==> config.mk <==
export PLATFORM = sky130hd
export DESIGN_NAME = host_link_top
export DESIGN_NICKNAME = d
export VERILOG_FILES = /design/src/host_link_pkg.sv /design/src/host_link_top.sv /design/src/host_net_port.sv /design/src/host_link_regs.sv /design/src/host_resp_piso.sv /design/src/host_req_sipo.sv /design/src/host_cmd_fifo.sv
export SDC_FILE = /design/constraint.sdc
export NUM_CORES = 1
export LEC_CHECK = 0
export ABC_AREA = 1
export BUFFER_PORTS_ARGS = -buffer_cell sky130_fd_sc_hd__buf_2
export CAP_MARGIN = 20
export CORE_ASPECT_RATIO = 0.75
export CORE_MARGIN = 2
export CORE_UTILIZATION = 53
export DETAILED_ROUTE_END_ITERATION = 6
export PLACE_DENSITY = 0.83
export RECOVER_POWER = 50
export SYNTH_ARGS = -nofsm -noshare
export SYNTH_HDL_FRONTEND = slang
export SYNTH_HIERARCHICAL = 1
export SYNTH_SLANG_ARGS = --single-unit
export TNS_END_PERCENT = 50
==> constraint.sdc <==
create_clock -name clk_i -period 8.2 [get_ports clk_i]
set_input_delay 0.41 -clock clk_i [delete_from_list [all_inputs] [get_ports clk_i]]
set_output_delay 0.41 -clock clk_i [all_outputs]
set_load 0.02 [all_outputs]
==> src/host_link_pkg.sv <==
package host_link_pkg;

  // ------------------------------------------------------------------
  // widths
  // ------------------------------------------------------------------
  localparam int unsigned dword_width_c     = 64;
  localparam int unsigned host_addr_width_c = 20;
  localparam int unsigned coord_width_c     = 8;
  localparam int unsigned net_addr_width_c  = 30;

  // ------------------------------------------------------------------
  // opcodes
  // ------------------------------------------------------------------
  typedef enum logic
  {
    e_host_rd = 1'b0,
    e_host_wr = 1'b1
  } host_msg_e;

  typedef enum logic [7:0]
  {
    e_remote_load  = 8'h00,
    e_remote_store = 8'h01
  } net_op_e;

  typedef enum logic [7:0]
  {
    e_ret_load      = 8'h00,
    e_ret_store_ack = 8'h01
  } net_ret_e;

  // ------------------------------------------------------------------
  // host messages, used for commands and responses alike
  // ------------------------------------------------------------------
  typedef struct packed
  {
    host_msg_e                    msg_type;
    logic [host_addr_width_c-1:0] addr;
  } host_msg_header_s;

  typedef struct packed
  {
    host_msg_header_s         header;
    logic [dword_width_c-1:0] data;
  } host_msg_s;

  // 128-bit packets exchanged with the host as two words
  typedef struct packed
  {
    logic [15:0]              reserved;
    logic [31:0]              addr;
    net_op_e                  op;
    logic [7:0]               reg_id;
    logic [31:0]              data;
    logic [coord_width_c-1:0] y_src;
    logic [coord_width_c-1:0] x_src;
    logic [coord_width_c-1:0] y_dst;
    logic [coord_width_c-1:0] x_dst;
  } host_req_pkt_s;

  typedef struct packed
  {
    logic [63:0]              reserved;
    net_ret_e                 op;
    logic [31:0]              data;
    logic [7:0]               load_id;
    logic [coord_width_c-1:0] y_dst;
    logic [coord_width_c-1:0] x_dst;
  } host_resp_pkt_s;

  // ------------------------------------------------------------------
  // network packets
  // ------------------------------------------------------------------
  typedef struct packed
  {
    logic [net_addr_width_c-1:0] addr;
    net_op_e                     op;
    logic [7:0]                  reg_id;
    logic [31:0]                 payload;
    logic [coord_width_c-1:0]    y_src;
    logic [coord_width_c-1:0]    x_src;
    logic [coord_width_c-1:0]    y_dst;
    logic [coord_width_c-1:0]    x_dst;
  } net_pkt_s;

  typedef struct packed
  {
    net_ret_e    pkt_type;
    logic [7:0]  reg_id;
    logic [31:0] data;
  } net_ret_s;

  // ------------------------------------------------------------------
  // register map
  // ------------------------------------------------------------------
  localparam logic [host_addr_width_c-1:0] reg_req_fifo_c     = 20'h01000;
  localparam logic [host_addr_width_c-1:0] reg_credits_c      = 20'h02000;
  localparam logic [host_addr_width_c-1:0] reg_resp_fifo_c    = 20'h03000;
  localparam logic [host_addr_width_c-1:0] reg_resp_entries_c = 20'h04000;

  typedef enum logic [2:0]
  {
    e_sel_none,
    e_sel_req_fifo,
    e_sel_credits,
    e_sel_resp_fifo,
    e_sel_resp_entries
  } reg_sel_e;

endpackage
==> src/host_link_top.sv <==
`timescale 1ns/1ps

module host_link_top
#(
  parameter  int max_credits_p   = 4,
  parameter  int ret_fifo_els_p  = 4
)
(
  input  logic                                      clk_i,
  input  logic                                      rst_n_i,
  input  host_link_pkg::host_msg_s                  host_cmd_i,
  input  logic                                      host_cmd_v_i,
  output logic                                      host_cmd_ready_o,
  output host_link_pkg::host_msg_s                  host_resp_o,
  output logic                                      host_resp_v_o,
  input  logic                                      host_resp_yumi_i,
  output host_link_pkg::net_pkt_s                   net_pkt_o,
  output logic                                      net_pkt_v_o,
  input  logic                                      net_credit_i,
  input  host_link_pkg::net_ret_s                   net_ret_i,
  input  logic                                      net_ret_v_i,
  input  logic [host_link_pkg::coord_width_c-1:0]   my_x_i,
  input  logic [host_link_pkg::coord_width_c-1:0]   my_y_i
);
  import host_link_pkg::*;

  localparam int credit_width_lp = $clog2(max_credits_p + 1);

  // buffered command
  host_msg_s cmd;
  logic      cmd_v;
  logic      cmd_yumi;

  // request side
  logic [dword_width_c-1:0] req_word;
  logic                     req_word_v;
  logic                     req_word_ready;
  host_req_pkt_s            req_pkt;
  logic                     req_pkt_v;
  logic                     req_pkt_yumi;

  // response side
  host_resp_pkt_s           resp_pkt;
  logic                     resp_pkt_v;
  logic                     resp_pkt_ready;
  logic [dword_width_c-1:0] resp_word;
  logic                     resp_word_v;
  logic                     resp_word_yumi;

  logic [credit_width_lp-1:0] credit_count;

  host_cmd_fifo cmd_fifo_i
  (
    .clk_i       (clk_i),
    .rst_n_i     (rst_n_i),
    .cmd_i       (host_cmd_i),
    .cmd_v_i     (host_cmd_v_i),
    .cmd_ready_o (host_cmd_ready_o),
    .cmd_o       (cmd),
    .cmd_v_o     (cmd_v),
    .cmd_yumi_i  (cmd_yumi)
  );

  host_link_regs #(.max_credits_p(max_credits_p)) regs_i
  (
    .clk_i            (clk_i),
    .rst_n_i          (rst_n_i),
    .cmd_i            (cmd),
    .cmd_v_i          (cmd_v),
    .cmd_yumi_o       (cmd_yumi),
    .host_resp_o      (host_resp_o),
    .host_resp_v_o    (host_resp_v_o),
    .host_resp_yumi_i (host_resp_yumi_i),
    .req_word_o       (req_word),
    .req_word_v_o     (req_word_v),
    .req_word_ready_i (req_word_ready),
    .resp_word_i      (resp_word),
    .resp_word_v_i    (resp_word_v),
    .resp_word_yumi_o (resp_word_yumi),
    .credit_count_i   (credit_count)
  );

  host_req_sipo req_sipo_i
  (
    .clk_i        (clk_i),
    .rst_n_i      (rst_n_i),
    .word_i       (req_word),
    .word_v_i     (req_word_v),
    .word_ready_o (req_word_ready),
    .pkt_o        (req_pkt),
    .pkt_v_o      (req_pkt_v),
    .pkt_yumi_i   (req_pkt_yumi)
  );

  host_resp_piso resp_piso_i
  (
    .clk_i       (clk_i),
    .rst_n_i     (rst_n_i),
    .pkt_i       (resp_pkt),
    .pkt_v_i     (resp_pkt_v),
    .pkt_ready_o (resp_pkt_ready),
    .word_o      (resp_word),
    .word_v_o    (resp_word_v),
    .word_yumi_i (resp_word_yumi)
  );

  host_net_port
  #(
    .max_credits_p  (max_credits_p),
    .ret_fifo_els_p (ret_fifo_els_p)
  ) net_port_i
  (
    .clk_i            (clk_i),
    .rst_n_i          (rst_n_i),
    .req_pkt_i        (req_pkt),
    .req_pkt_v_i      (req_pkt_v),
    .req_pkt_yumi_o   (req_pkt_yumi),
    .net_pkt_o        (net_pkt_o),
    .net_pkt_v_o      (net_pkt_v_o),
    .net_credit_i     (net_credit_i),
    .net_ret_i        (net_ret_i),
    .net_ret_v_i      (net_ret_v_i),
    .resp_pkt_o       (resp_pkt),
    .resp_pkt_v_o     (resp_pkt_v),
    .resp_pkt_ready_i (resp_pkt_ready),
    .credit_count_o   (credit_count),
    .my_x_i           (my_x_i),
    .my_y_i           (my_y_i)
  );

endmodule

==> src/host_net_port.sv <==
`timescale 1ns/1ps

module host_net_port
#(
  parameter  int max_credits_p   = 4,
  parameter  int ret_fifo_els_p  = 4,
  localparam int credit_width_lp = $clog2(max_credits_p + 1)
)
(
  input  logic                                      clk_i,
  input  logic                                      rst_n_i,
  input  host_link_pkg::host_req_pkt_s              req_pkt_i,
  input  logic                                      req_pkt_v_i,
  output logic                                      req_pkt_yumi_o,
  output host_link_pkg::net_pkt_s                   net_pkt_o,
  output logic                                      net_pkt_v_o,
  input  logic                                      net_credit_i,
  input  host_link_pkg::net_ret_s                   net_ret_i,
  input  logic                                      net_ret_v_i,
  output host_link_pkg::host_resp_pkt_s             resp_pkt_o,
  output logic                                      resp_pkt_v_o,
  input  logic                                      resp_pkt_ready_i,
  output logic [credit_width_lp-1:0]                credit_count_o,
  input  logic [host_link_pkg::coord_width_c-1:0]   my_x_i,
  input  logic [host_link_pkg::coord_width_c-1:0]   my_y_i
);
  import host_link_pkg::*;

  localparam int ptr_width_lp   = (ret_fifo_els_p > 1) ? $clog2(ret_fifo_els_p) : 1;
  localparam int count_width_lp = $clog2(ret_fifo_els_p + 1);

  logic [credit_width_lp-1:0] credit_r;
  logic                       send;

  net_ret_s                  ret_mem_r [ret_fifo_els_p];
  logic [ptr_width_lp-1:0]   wr_ptr_r;
  logic [ptr_width_lp-1:0]   rd_ptr_r;
  logic [count_width_lp-1:0] ret_count_r;
  logic                      pop;
  net_ret_s                  ret_head;

  // ------------------------------------------------------------------
  // outgoing requests and credits
  // ------------------------------------------------------------------
  assign send           = req_pkt_v_i & (credit_r != '0);
  assign net_pkt_v_o    = send;
  assign req_pkt_yumi_o = send;
  assign credit_count_o = credit_r;

  always_comb
  begin
    net_pkt_o.addr   = req_pkt_i.addr[31:2];
    net_pkt_o.op     = req_pkt_i.op;
    net_pkt_o.reg_id = req_pkt_i.reg_id;
    // loads carry the byte offset in place of data
    if (req_pkt_i.op == e_remote_store)
      net_pkt_o.payload = req_pkt_i.data;
    else
      net_pkt_o.payload = 32'(req_pkt_i.addr[1:0]);
    net_pkt_o.y_src  = req_pkt_i.y_src;
    net_pkt_o.x_src  = req_pkt_i.x_src;
    net_pkt_o.y_dst  = req_pkt_i.y_dst;
    net_pkt_o.x_dst  = req_pkt_i.x_dst;
  end

  always_ff @(posedge clk_i)
  begin
    if (!rst_n_i)
      credit_r <= credit_width_lp'(max_credits_p);
    else
      credit_r <= credit_r - credit_width_lp'(send) + credit_width_lp'(net_credit_i);
  end

  // ------------------------------------------------------------------
  // return queue
  // ------------------------------------------------------------------
  assign ret_head     = ret_mem_r[rd_ptr_r];
  assign resp_pkt_v_o = (ret_count_r != '0);
  assign pop          = resp_pkt_v_o & resp_pkt_ready_i;

  assign resp_pkt_o = '{reserved: '0,
                        op:       ret_head.pkt_type,
                        data:     ret_head.data,
                        load_id:  ret_head.reg_id,
                        y_dst:    my_y_i,
                        x_dst:    my_x_i};

  always_ff @(posedge clk_i)
  begin
    if (!rst_n_i)
    begin
      wr_ptr_r    <= '0;
      rd_ptr_r    <= '0;
      ret_count_r <= '0;
    end
    else
    begin
      if (net_ret_v_i)
        wr_ptr_r <= (wr_ptr_r == ptr_width_lp'(ret_fifo_els_p - 1)) ? '0 : wr_ptr_r + 1'b1;
      if (pop)
        rd_ptr_r <= (rd_ptr_r == ptr_width_lp'(ret_fifo_els_p - 1)) ? '0 : rd_ptr_r + 1'b1;
      ret_count_r <= ret_count_r + count_width_lp'(net_ret_v_i) - count_width_lp'(pop);
    end
  end

  always_ff @(posedge clk_i)
  begin
    if (net_ret_v_i)
      ret_mem_r[wr_ptr_r] <= net_ret_i;
  end

  // network must not return more credits than were spent
  a_credit_max: assert property (
    @(posedge clk_i) disable iff (!rst_n_i) credit_r <= credit_width_lp'(max_credits_p)
  );

  // returns only follow credited requests, so a full queue never sees a push
  a_ret_no_overflow: assert property (
    @(posedge clk_i) disable iff (!rst_n_i)
    net_ret_v_i |-> (ret_count_r != count_width_lp'(ret_fifo_els_p)) || pop
  );

endmodule

==> src/host_link_regs.sv <==
`timescale 1ns/1ps

module host_link_regs
#(
  parameter  int max_credits_p   = 4,
  localparam int credit_width_lp = $clog2(max_credits_p + 1)
)
(
  input  logic                                      clk_i,
  input  logic                                      rst_n_i,
  input  host_link_pkg::host_msg_s                  cmd_i,
  input  logic                                      cmd_v_i,
  output logic                                      cmd_yumi_o,
  output host_link_pkg::host_msg_s                  host_resp_o,
  output logic                                      host_resp_v_o,
  input  logic                                      host_resp_yumi_i,
  output logic [host_link_pkg::dword_width_c-1:0]   req_word_o,
  output logic                                      req_word_v_o,
  input  logic                                      req_word_ready_i,
  input  logic [host_link_pkg::dword_width_c-1:0]   resp_word_i,
  input  logic                                      resp_word_v_i,
  output logic                                      resp_word_yumi_o,
  input  logic [credit_width_lp-1:0]                credit_count_i
);
  import host_link_pkg::*;

  reg_sel_e sel;
  logic     fifo_sel;

  // ------------------------------------------------------------------
  // address decode
  // ------------------------------------------------------------------
  always_comb
  begin
    case (cmd_i.header.addr)
      reg_req_fifo_c:     sel = e_sel_req_fifo;
      reg_credits_c:      sel = e_sel_credits;
      reg_resp_fifo_c:    sel = e_sel_resp_fifo;
      reg_resp_entries_c: sel = e_sel_resp_entries;
      default:            sel = e_sel_none;
    endcase
  end

  assign fifo_sel = (sel == e_sel_req_fifo) || (sel == e_sel_resp_fifo);

  // ------------------------------------------------------------------
  // response and handshake steering
  // ------------------------------------------------------------------
  always_comb
  begin
    host_resp_o      = '{header: cmd_i.header, data: '0};
    host_resp_v_o    = cmd_v_i;
    cmd_yumi_o       = host_resp_yumi_i;
    req_word_o       = cmd_i.data;
    req_word_v_o     = 1'b0;
    resp_word_yumi_o = 1'b0;

    case (sel)
      e_sel_req_fifo:
      begin
        // word moves into the sipo together with the yumi
        host_resp_v_o = cmd_v_i & req_word_ready_i;
        req_word_v_o  = host_resp_yumi_i;
      end
      e_sel_credits:
        host_resp_o.data = dword_width_c'(credit_count_i);
      e_sel_resp_fifo:
      begin
        host_resp_o.data = resp_word_i;
        host_resp_v_o    = cmd_v_i & resp_word_v_i;
        resp_word_yumi_o = host_resp_yumi_i;
      end
      e_sel_resp_entries:
        host_resp_o.data = dword_width_c'(resp_word_v_i);
      default:
      begin
      end
    endcase
  end

  // a pending response keeps its header until the host takes it
  a_resp_hold: assert property (
    @(posedge clk_i) disable iff (!rst_n_i)
    host_resp_v_o && !host_resp_yumi_i |=> host_resp_v_o && $stable(host_resp_o.header)
  );

  // fifo data must not slip while the host stalls
  a_fifo_data_hold: assert property (
    @(posedge clk_i) disable iff (!rst_n_i)
    host_resp_v_o && !host_resp_yumi_i && fifo_sel |=> $stable(host_resp_o.data)
  );

endmodule

==> src/host_resp_piso.sv <==
`timescale 1ns/1ps

module host_resp_piso
(
  input  logic                                      clk_i,
  input  logic                                      rst_n_i,
  input  host_link_pkg::host_resp_pkt_s             pkt_i,
  input  logic                                      pkt_v_i,
  output logic                                      pkt_ready_o,
  output logic [host_link_pkg::dword_width_c-1:0]   word_o,
  output logic                                      word_v_o,
  input  logic                                      word_yumi_i
);
  import host_link_pkg::*;

  typedef enum logic [1:0]
  {
    e_empty,
    e_lo,
    e_hi
  } state_e;

  state_e         state_r;
  state_e         state_n;
  host_resp_pkt_s pkt_r;
  logic           load;

  assign pkt_ready_o = (state_r == e_empty);
  assign word_v_o    = (state_r != e_empty);
  assign load        = pkt_v_i & pkt_ready_o;
  assign word_o      = (state_r == e_hi) ? pkt_r[2*dword_width_c-1:dword_width_c]
                                         : pkt_r[dword_width_c-1:0];

  always_comb
  begin
    state_n = state_r;
    case (state_r)
      e_empty: if (load) state_n = e_lo;
      e_lo:    if (word_yumi_i) state_n = e_hi;
      e_hi:    if (word_yumi_i) state_n = e_empty;
      default: state_n = e_empty;
    endcase
  end

  always_ff @(posedge clk_i)
  begin
    if (!rst_n_i)
      state_r <= e_empty;
    else
      state_r <= state_n;
  end

  always_ff @(posedge clk_i)
  begin
    if (load)
      pkt_r <= pkt_i;
  end

endmodule

==> src/host_req_sipo.sv <==
`timescale 1ns/1ps

module host_req_sipo
(
  input  logic                                      clk_i,
  input  logic                                      rst_n_i,
  input  logic [host_link_pkg::dword_width_c-1:0]   word_i,
  input  logic                                      word_v_i,
  output logic                                      word_ready_o,
  output host_link_pkg::host_req_pkt_s              pkt_o,
  output logic                                      pkt_v_o,
  input  logic                                      pkt_yumi_i
);
  import host_link_pkg::*;

  typedef enum logic [1:0]
  {
    e_empty,
    e_half,
    e_full
  } state_e;

  state_e                     state_r;
  state_e                     state_n;
  logic [2*dword_width_c-1:0] shift_r;
  logic                       accept;

  assign word_ready_o = (state_r != e_full);
  assign pkt_v_o      = (state_r == e_full);
  assign accept       = word_v_i & word_ready_o;
  assign pkt_o        = host_req_pkt_s'(shift_r);

  always_comb
  begin
    state_n = state_r;
    case (state_r)
      e_empty: if (accept) state_n = e_half;
      e_half:  if (accept) state_n = e_full;
      e_full:  if (pkt_yumi_i) state_n = e_empty;
      default: state_n = e_empty;
    endcase
  end

  always_ff @(posedge clk_i)
  begin
    if (!rst_n_i)
      state_r <= e_empty;
    else
      state_r <= state_n;
  end

  // lower word enters first and ends up in the low half
  always_ff @(posedge clk_i)
  begin
    if (accept)
      shift_r <= {word_i, shift_r[2*dword_width_c-1:dword_width_c]};
  end

endmodule

==> src/host_cmd_fifo.sv <==
`timescale 1ns/1ps

module host_cmd_fifo
(
  input  logic                    clk_i,
  input  logic                    rst_n_i,
  input  host_link_pkg::host_msg_s cmd_i,
  input  logic                    cmd_v_i,
  output logic                    cmd_ready_o,
  output host_link_pkg::host_msg_s cmd_o,
  output logic                    cmd_v_o,
  input  logic                    cmd_yumi_i
);
  import host_link_pkg::*;

  host_msg_s  mem_r [2];
  logic       wr_ptr_r;
  logic       rd_ptr_r;
  logic [1:0] count_r;
  logic       push;

  assign cmd_ready_o = (count_r != 2'd2);
  assign cmd_v_o     = (count_r != 2'd0);
  assign cmd_o       = mem_r[rd_ptr_r];
  assign push        = cmd_v_i & cmd_ready_o;

  always_ff @(posedge clk_i)
  begin
    if (!rst_n_i)
    begin
      wr_ptr_r <= 1'b0;
      rd_ptr_r <= 1'b0;
      count_r  <= 2'd0;
    end
    else
    begin
      if (push)
        wr_ptr_r <= ~wr_ptr_r;
      if (cmd_yumi_i)
        rd_ptr_r <= ~rd_ptr_r;
      count_r <= count_r + 2'(push) - 2'(cmd_yumi_i);
    end
  end

  always_ff @(posedge clk_i)
  begin
    if (push)
      mem_r[wr_ptr_r] <= cmd_i;
  end

  // register block must only take a command that is present
  a_yumi_needs_valid: assert property (
    @(posedge clk_i) disable iff (!rst_n_i) cmd_yumi_i |-> cmd_v_o
  );

endmodule

Yosys cells after proc, flatten, opt, wreduce, memory -nomap -nowiden
Memory sizes are Yosys's and may differ from the RTL's. A register that Yosys moved wholly into a read port is not among the register bits. Index checks and enable logic that the tools add are counted.

Bits in registers: 162. Memory bits (writable): 362. Input port bits: 155. Output and inout port bits: 198. Logic and storage cells: 84. Memories kept: 2.

$add $sub $neg: 8. Equality and inequality tests: 23. Muxes and demuxes: 23. Bitwise logic cells: 8. Reductions and logical operators: 8.

Memories: net_port_i.ret_mem_r (words 4, bits a word 48, rd ports 1, clocked after Yosys merged registers in 1, wr ports 1, RTL line host_net_port.sv:35) `net_ret_s ret_mem_r [ret_fifo_els_p];`; cmd_fifo_i.mem_r (words 2, bits a word 85, rd ports 1, clocked after Yosys merged registers in 1, wr ports 1, RTL line host_cmd_fifo.sv:16) `host_msg_s mem_r [2];`.

Operators with widths (count): 64-bit one-hot mux with 3 select lines (1); 64-bit two-way mux (1); 20-bit by 14-bit == test with 1-bit output (second input constant) (2); 32-bit two-way mux (1); 20-bit by 13-bit == test with 1-bit output (second input constant) (1); 20-bit by 15-bit == test with 1-bit output (second input constant) (1); 2-bit two-way mux (8); 2-bit != test (second input constant) (6); 2-bit one-hot mux with 3 select lines (2); 3-bit one-hot mux with 4 select lines (1); 2-bit == test (second input constant) (4); 8-bit by 1-bit == test with 1-bit output (second input constant) (1); 1-bit two-way mux (8); 3-bit by 1-bit adder with 3-bit output (2); 1-bit bitwise AND (6); 3-bit by 2-bit == test with 1-bit output (second input constant) (2); 3-bit AND reduction (2); 3-bit nonzero test (2); 3-bit by 1-bit subtractor with 3-bit output (2); 2-bit by 1-bit adder with 2-bit output (second input constant) (2); 2-bit by 1-bit == test with 1-bit output (second input constant) (2); 2-bit zero test (2); 2-bit by 1-bit != test with 1-bit output (second input constant) (2); 2-bit nonzero test (2); 6 further kinds (7).

Depth between registers and ports, before layout
Depth after elaboration: 7. Gate-level depth with buffers: 14. Gate-level depth less buffers: 12.

By module
Netlist, hierarchy kept.

Modules (own cells, without submodules): host_net_port (instances 1, cells an instance 788, area an instance 9680.5 µm², sequential area each 6005.8 µm²); host_cmd_fifo (instances 1, cells an instance 297, area an instance 6362.4 µm², sequential area each 5205.0 µm²); host_resp_piso (instances 1, cells an instance 358, area an instance 4872.2 µm², sequential area each 3883.7 µm²); host_req_sipo (instances 1, cells an instance 144, area an instance 3942.5 µm², sequential area each 3883.7 µm²); host_link_regs (instances 1, cells an instance 259, area an instance 1919.3 µm², sequential area each 0.0 µm²).

Worst setup path after synthesis
OpenSTA, ideal clock, no wires.

Path kind: flip-flop to flip-flop. Start point: register (tool-made name). End point: register req_sipo_i.shift_r[0], in the netlist req_sipo_i/pkt_o[0], enable pin. Library setup time: 0.617 ns. Arrival: 7.042 ns. Required time: 7.583 ns. Setup slack: 0.542 ns. Stages on the path, launching flop included: 13. Path buffers: 2. Period minus slack after synthesis: 7.658 ns. Cell sequence: dfxtp_1 buf_4 buf_6 mux2_1 nor2_1 nand2_1 nor2_2 nand2_2 inv_1 nand2_1 nor2_1 inv_1 nor2_1.

RTL lines: end signal: assignment (RTL line host_req_sipo.sv:56) `shift_r <= {word_i, shift_r[2*dword_width_c-1:dword_width_c]};`; end: declaration (RTL line host_req_sipo.sv:25) `logic [2*dword_width_c-1:0] shift_r;`.

==> flow_summary.json <==
{
  "post-synth-top-count-cell": "edfxtp_1",
  "tritoncts": "built",
  "drt-wirelength-per-cell_um": 19.7,
  "clkTransAtPathRegs_ns": 0.06,
  "result_of_the_run": "finished, violations left",
  "max_cap_viol_count": 4,
  "grt_pass1_vias": 15300,
  "synth-xor-area-share": 0.00131,
  "design_power_total_mw": 8.75,
  "tritoncts_num_sinks": 639,
  "io_buffers": 352,
  "power.share.combinational": 0.172,
  "whs_ns": 0.0552,
  "drt_iter0_drc": 1169,
  "wirelength_um": 56500,
  "place.detailed.hpwl_um": 32200,
  "worst-r2r-setup-slack_ns": 3.11,
  "finish.utilization": 0.608,
  "final_skew_ns": 0.0509,
  "timing_worst_slew_pin_value_ns": 3.80,
  "timing.rr.end": "resp_piso_i/pkt_r[87]$_DFFE_PP_",
  "ioPinCount": 353,
  "power_frac_clock": 0.322,
  "synth_compound_gate_area_share": 0.0408,
  "synth_warnings": 6,
  "drc_errors": 0,
  "final-max-slew-violation-count": 215,
  "routed_via_density": 5.18,
  "routabilityCongestion": 0.859,
  "timing.setup.tns_ns": 0,
  "internal_dissipation_mw": 6.27,
  "worstPathArrival_ns": 5.14,
  "grt_first_pass_wirelength_um": 84800,
  "synth_ff_type": "edfxtp_1",
  "yosys-top-cells-area": "edfxtp_1, buf_4, nor2_4",
  "hold_path_end": "resp_piso_i/pkt_r[7]$_DFFE_PP_",
  "worst_hold_path.num_cells": 1,
  "grt_setup_unrepaired": "false",
  "synth.ff_latch_count": 639,
  "die-area_mm2": 0.0524,
  "drive_above_1_share": 0.201,
  "synth_adder_area_share": 0.00617,
  "initial_antenna_violation_count": 4,
  "power.ir.vdd_worst_mv": 0.282,
  "max_freq_ghz": 0.180,
  "stdcell_count": 2867,
  "post_synthesis_mux_area_share": 0.0357,
  "worst_skew_pair.late_latency_ns": 0.62,
  "crit_path_frequent_cell": "nand2_1",
  "power.net_switching_mw": 2.49,
  "global_route.overflow_total": 0,
  "worst_r2r_startpoint": "resp_piso_i/state_r[1]$_SDFFE_PN0P_",
  "async_flop_share": 0,
  "crit_slowest_cell": "clkbuf_1",
  "finalHoldViolations": 0,
  "hold_path_start": "my_x_i[7]",
  "synth_top_cells_by_count": "edfxtp_1, buf_4, nand2_1, inv_1, nor2_1",
  "violations": "max-capacitance violations, max-slew violations",
  "final-setup-viol-count": 0,
  "cts-root-buf": "clkbuf_16",
  "ctsLongestPathBuffers": 3,
  "final_period_minus_worst_setup_slack_ns": 5.55,
  "netSwitchingFraction": 0.284,
  "synth_top_area_cell": "edfxtp_1",
  "layout-area-overhead-vs-synth_pct": 13.6,
  "place.detailed.instances": 2616,
  "path_max_fanout": 67,
  "crit_path_end_kind": "output port",
  "grt_max_degree": 98,
  "final_cell_area_mm2": 0.0304,
  "die_h_um": 199,
  "worstSetupPathType": "flip-flop to output port",
  "worst_setup_path_start_kind": "flip-flop",
  "synth-seq-area-share": 0.709,
  "numCtsBuffers": 58,
  "post_synth_and_or_nand_nor_area_fraction": 0.0961,
  "worstPathRequired_ns": 7.79,
  "die_w_um": 264,
  "post_synth.cell_area_avg_um2": 14.5,
  "placement.cell_area_mm2": 0.0273,
  "edff_count_synth": 618,
  "netlist_area_mm2": 0.0268,
  "critPathMaxStageDelay_ns": 2.65,
  "p_leak_nw": 11.3,
  "first_pass_iters": 5,
  "final_net_count": 2323,
  "pre_cts_slack_ns": 4.32,
  "synthDistinctLibCells": 39,
  "timing.slew.headroom": -1.53,
  "hold_path_class": "input port to flip-flop",
  "final_min_period_over_clock_period": 0.677,
  "start_util": 0.535,
  "rr_worst_depth": 5,
  "synth_top_family_by_area": "buffers and inverters",
  "synth_cells": 1846,
  "crit_path_cell_trace": "clkbuf_1 -> nand2_2 -> buf_4 -> nand2_1 -> nand2_1 -> inv_1 -> nor2_4 -> buf_2",
  "dr_total_vias": 14900,
  "floorplan.rows": 71,
  "postRouteAntennaNets": 0,
  "power.sequential.fraction": 0.506,
  "power_density_cells_mw_per_mm2": 288,
  "floorplan.core_area_mm2": 0.0500,
  "synth_top_cell_area_share": 0.693,
  "h-tree-depth": 2,
  "grt_usage": 0.210,
  "fin_ws_ns": 2.65
}
## power by group through the flow
stage | Clock (mW) | Sequential (mW) | Combinational [mW]
after detailed placement | 0 | 4.49 | 1.44
after CTS | 2.86 | 4.42 | 1.52
after global routing | 3.00 | 4.47 | 1.66
after floorplan | 0 | 4.37 | 1.31
after global placement | 0 | 4.46 | 1.38
final | 2.82 | 4.43 | 1.51
## cell type report
cell class / count / area (um^2)
antenna: 5 / 12.5
fill: 3555 / 19600
inverter: 141 / 539
sequential: 639 / 19000
multi-input combinational: 812 / 5070
timing repair buffer: 504 / 2980
clock buffer: 64 / 1470
clock inverter: 45 / 528
tap: 657 / 822
## registers in the layout, summed over array words and instances (netlist names), 2 cells and up, named ones only
register                   cells
cmd_fifo_i/mem_r             170
net_port_i/ret_mem_r         192
net_port_i/credit_count_o      3
resp_piso_i/pkt_r            128
req_sipo_i/state_r             2
cmd_fifo_i/count_r             2
resp_piso_i/state_r            2
net_port_i/ret_count_r         3
req_sipo_i/pkt_o             128
net_port_i/wr_ptr_r            2
net_port_i/rd_ptr_r            2
## placed cells by master (no fill, tap or decap), types with 64 or more instances in the layout
| master | synthesis | final |
|---|---|---|
| buf_2 | 30 | 151 |
| clkbuf_1 | 6 | 210 |
| conb_1 | 1 | 64 |
| dlygate4sd3_1 | 0 | 137 |
| edfxtp_1 | 618 | 618 |
| inv_1 | 137 | 133 |
| nand2_1 | 177 | 176 |
| nand3_1 | 84 | 84 |
| nor2_1 | 119 | 118 |
| o21ai_0 | 87 | 87 |
## layer usage
layer	track usage	routed length, um	up-vias
met5	0	0	-
met3	0.0344	3400	132
met4	0.0866	1820	0
met1	0.257	21800	7360
met2	0.372	29500	642
li1	-	-	6727
## timing repair
item / 4_1_cts / 5_1_grt
hold buffers: 137 / 0
buffers inserted: 0 / 0
endpoints found under the hold margin: 328 / 0
resized for setup: 0 / 0
## cell families (layout without fill, tap and decap cells)
| group | after synthesis | after routing |
|---|---|---|
| other | 1 | 69 |
| DFF | 639 | 639 |
| adders and majority gates | 12 | 12 |
| and+or+nand+nor | 492 | 492 |
| muxes | 85 | 85 |
| buffers and inverters | 458 | 754 |
| xor gates and xnor gates | 4 | 4 |
| AOI/OAI and AO/OA | 155 | 155 |
## how the worst max path moves through the flow
stage,start,to,depth (start not counted)
floorplan,flip-flop,req_sipo_i/pkt_o[0]$_DFFE_PP_,12
global placement,flip-flop,req_sipo_i/pkt_o[124]$_DFFE_PP_,12
detailed placement,flip-flop,req_sipo_i/pkt_o[88]$_DFFE_PP_,12
CTS,flip-flop,host_resp_o[6],10
global route,resp_piso_i/state_r[1]$_SDFFE_PN0P_,host_resp_o[29],8
finish,resp_piso_i/state_r[1]$_SDFFE_PN0P_,host_resp_o[29],8
## worst max-delay path, delay by kind of cell, from the launching register on
family,cells,cell delay [ns]
buffers and inverters,4,3.56
AND/OR/NAND/NOR,4,0.67
flip-flops,1,0.30
No activity file was read; power rests on OpenSTA's default activity.
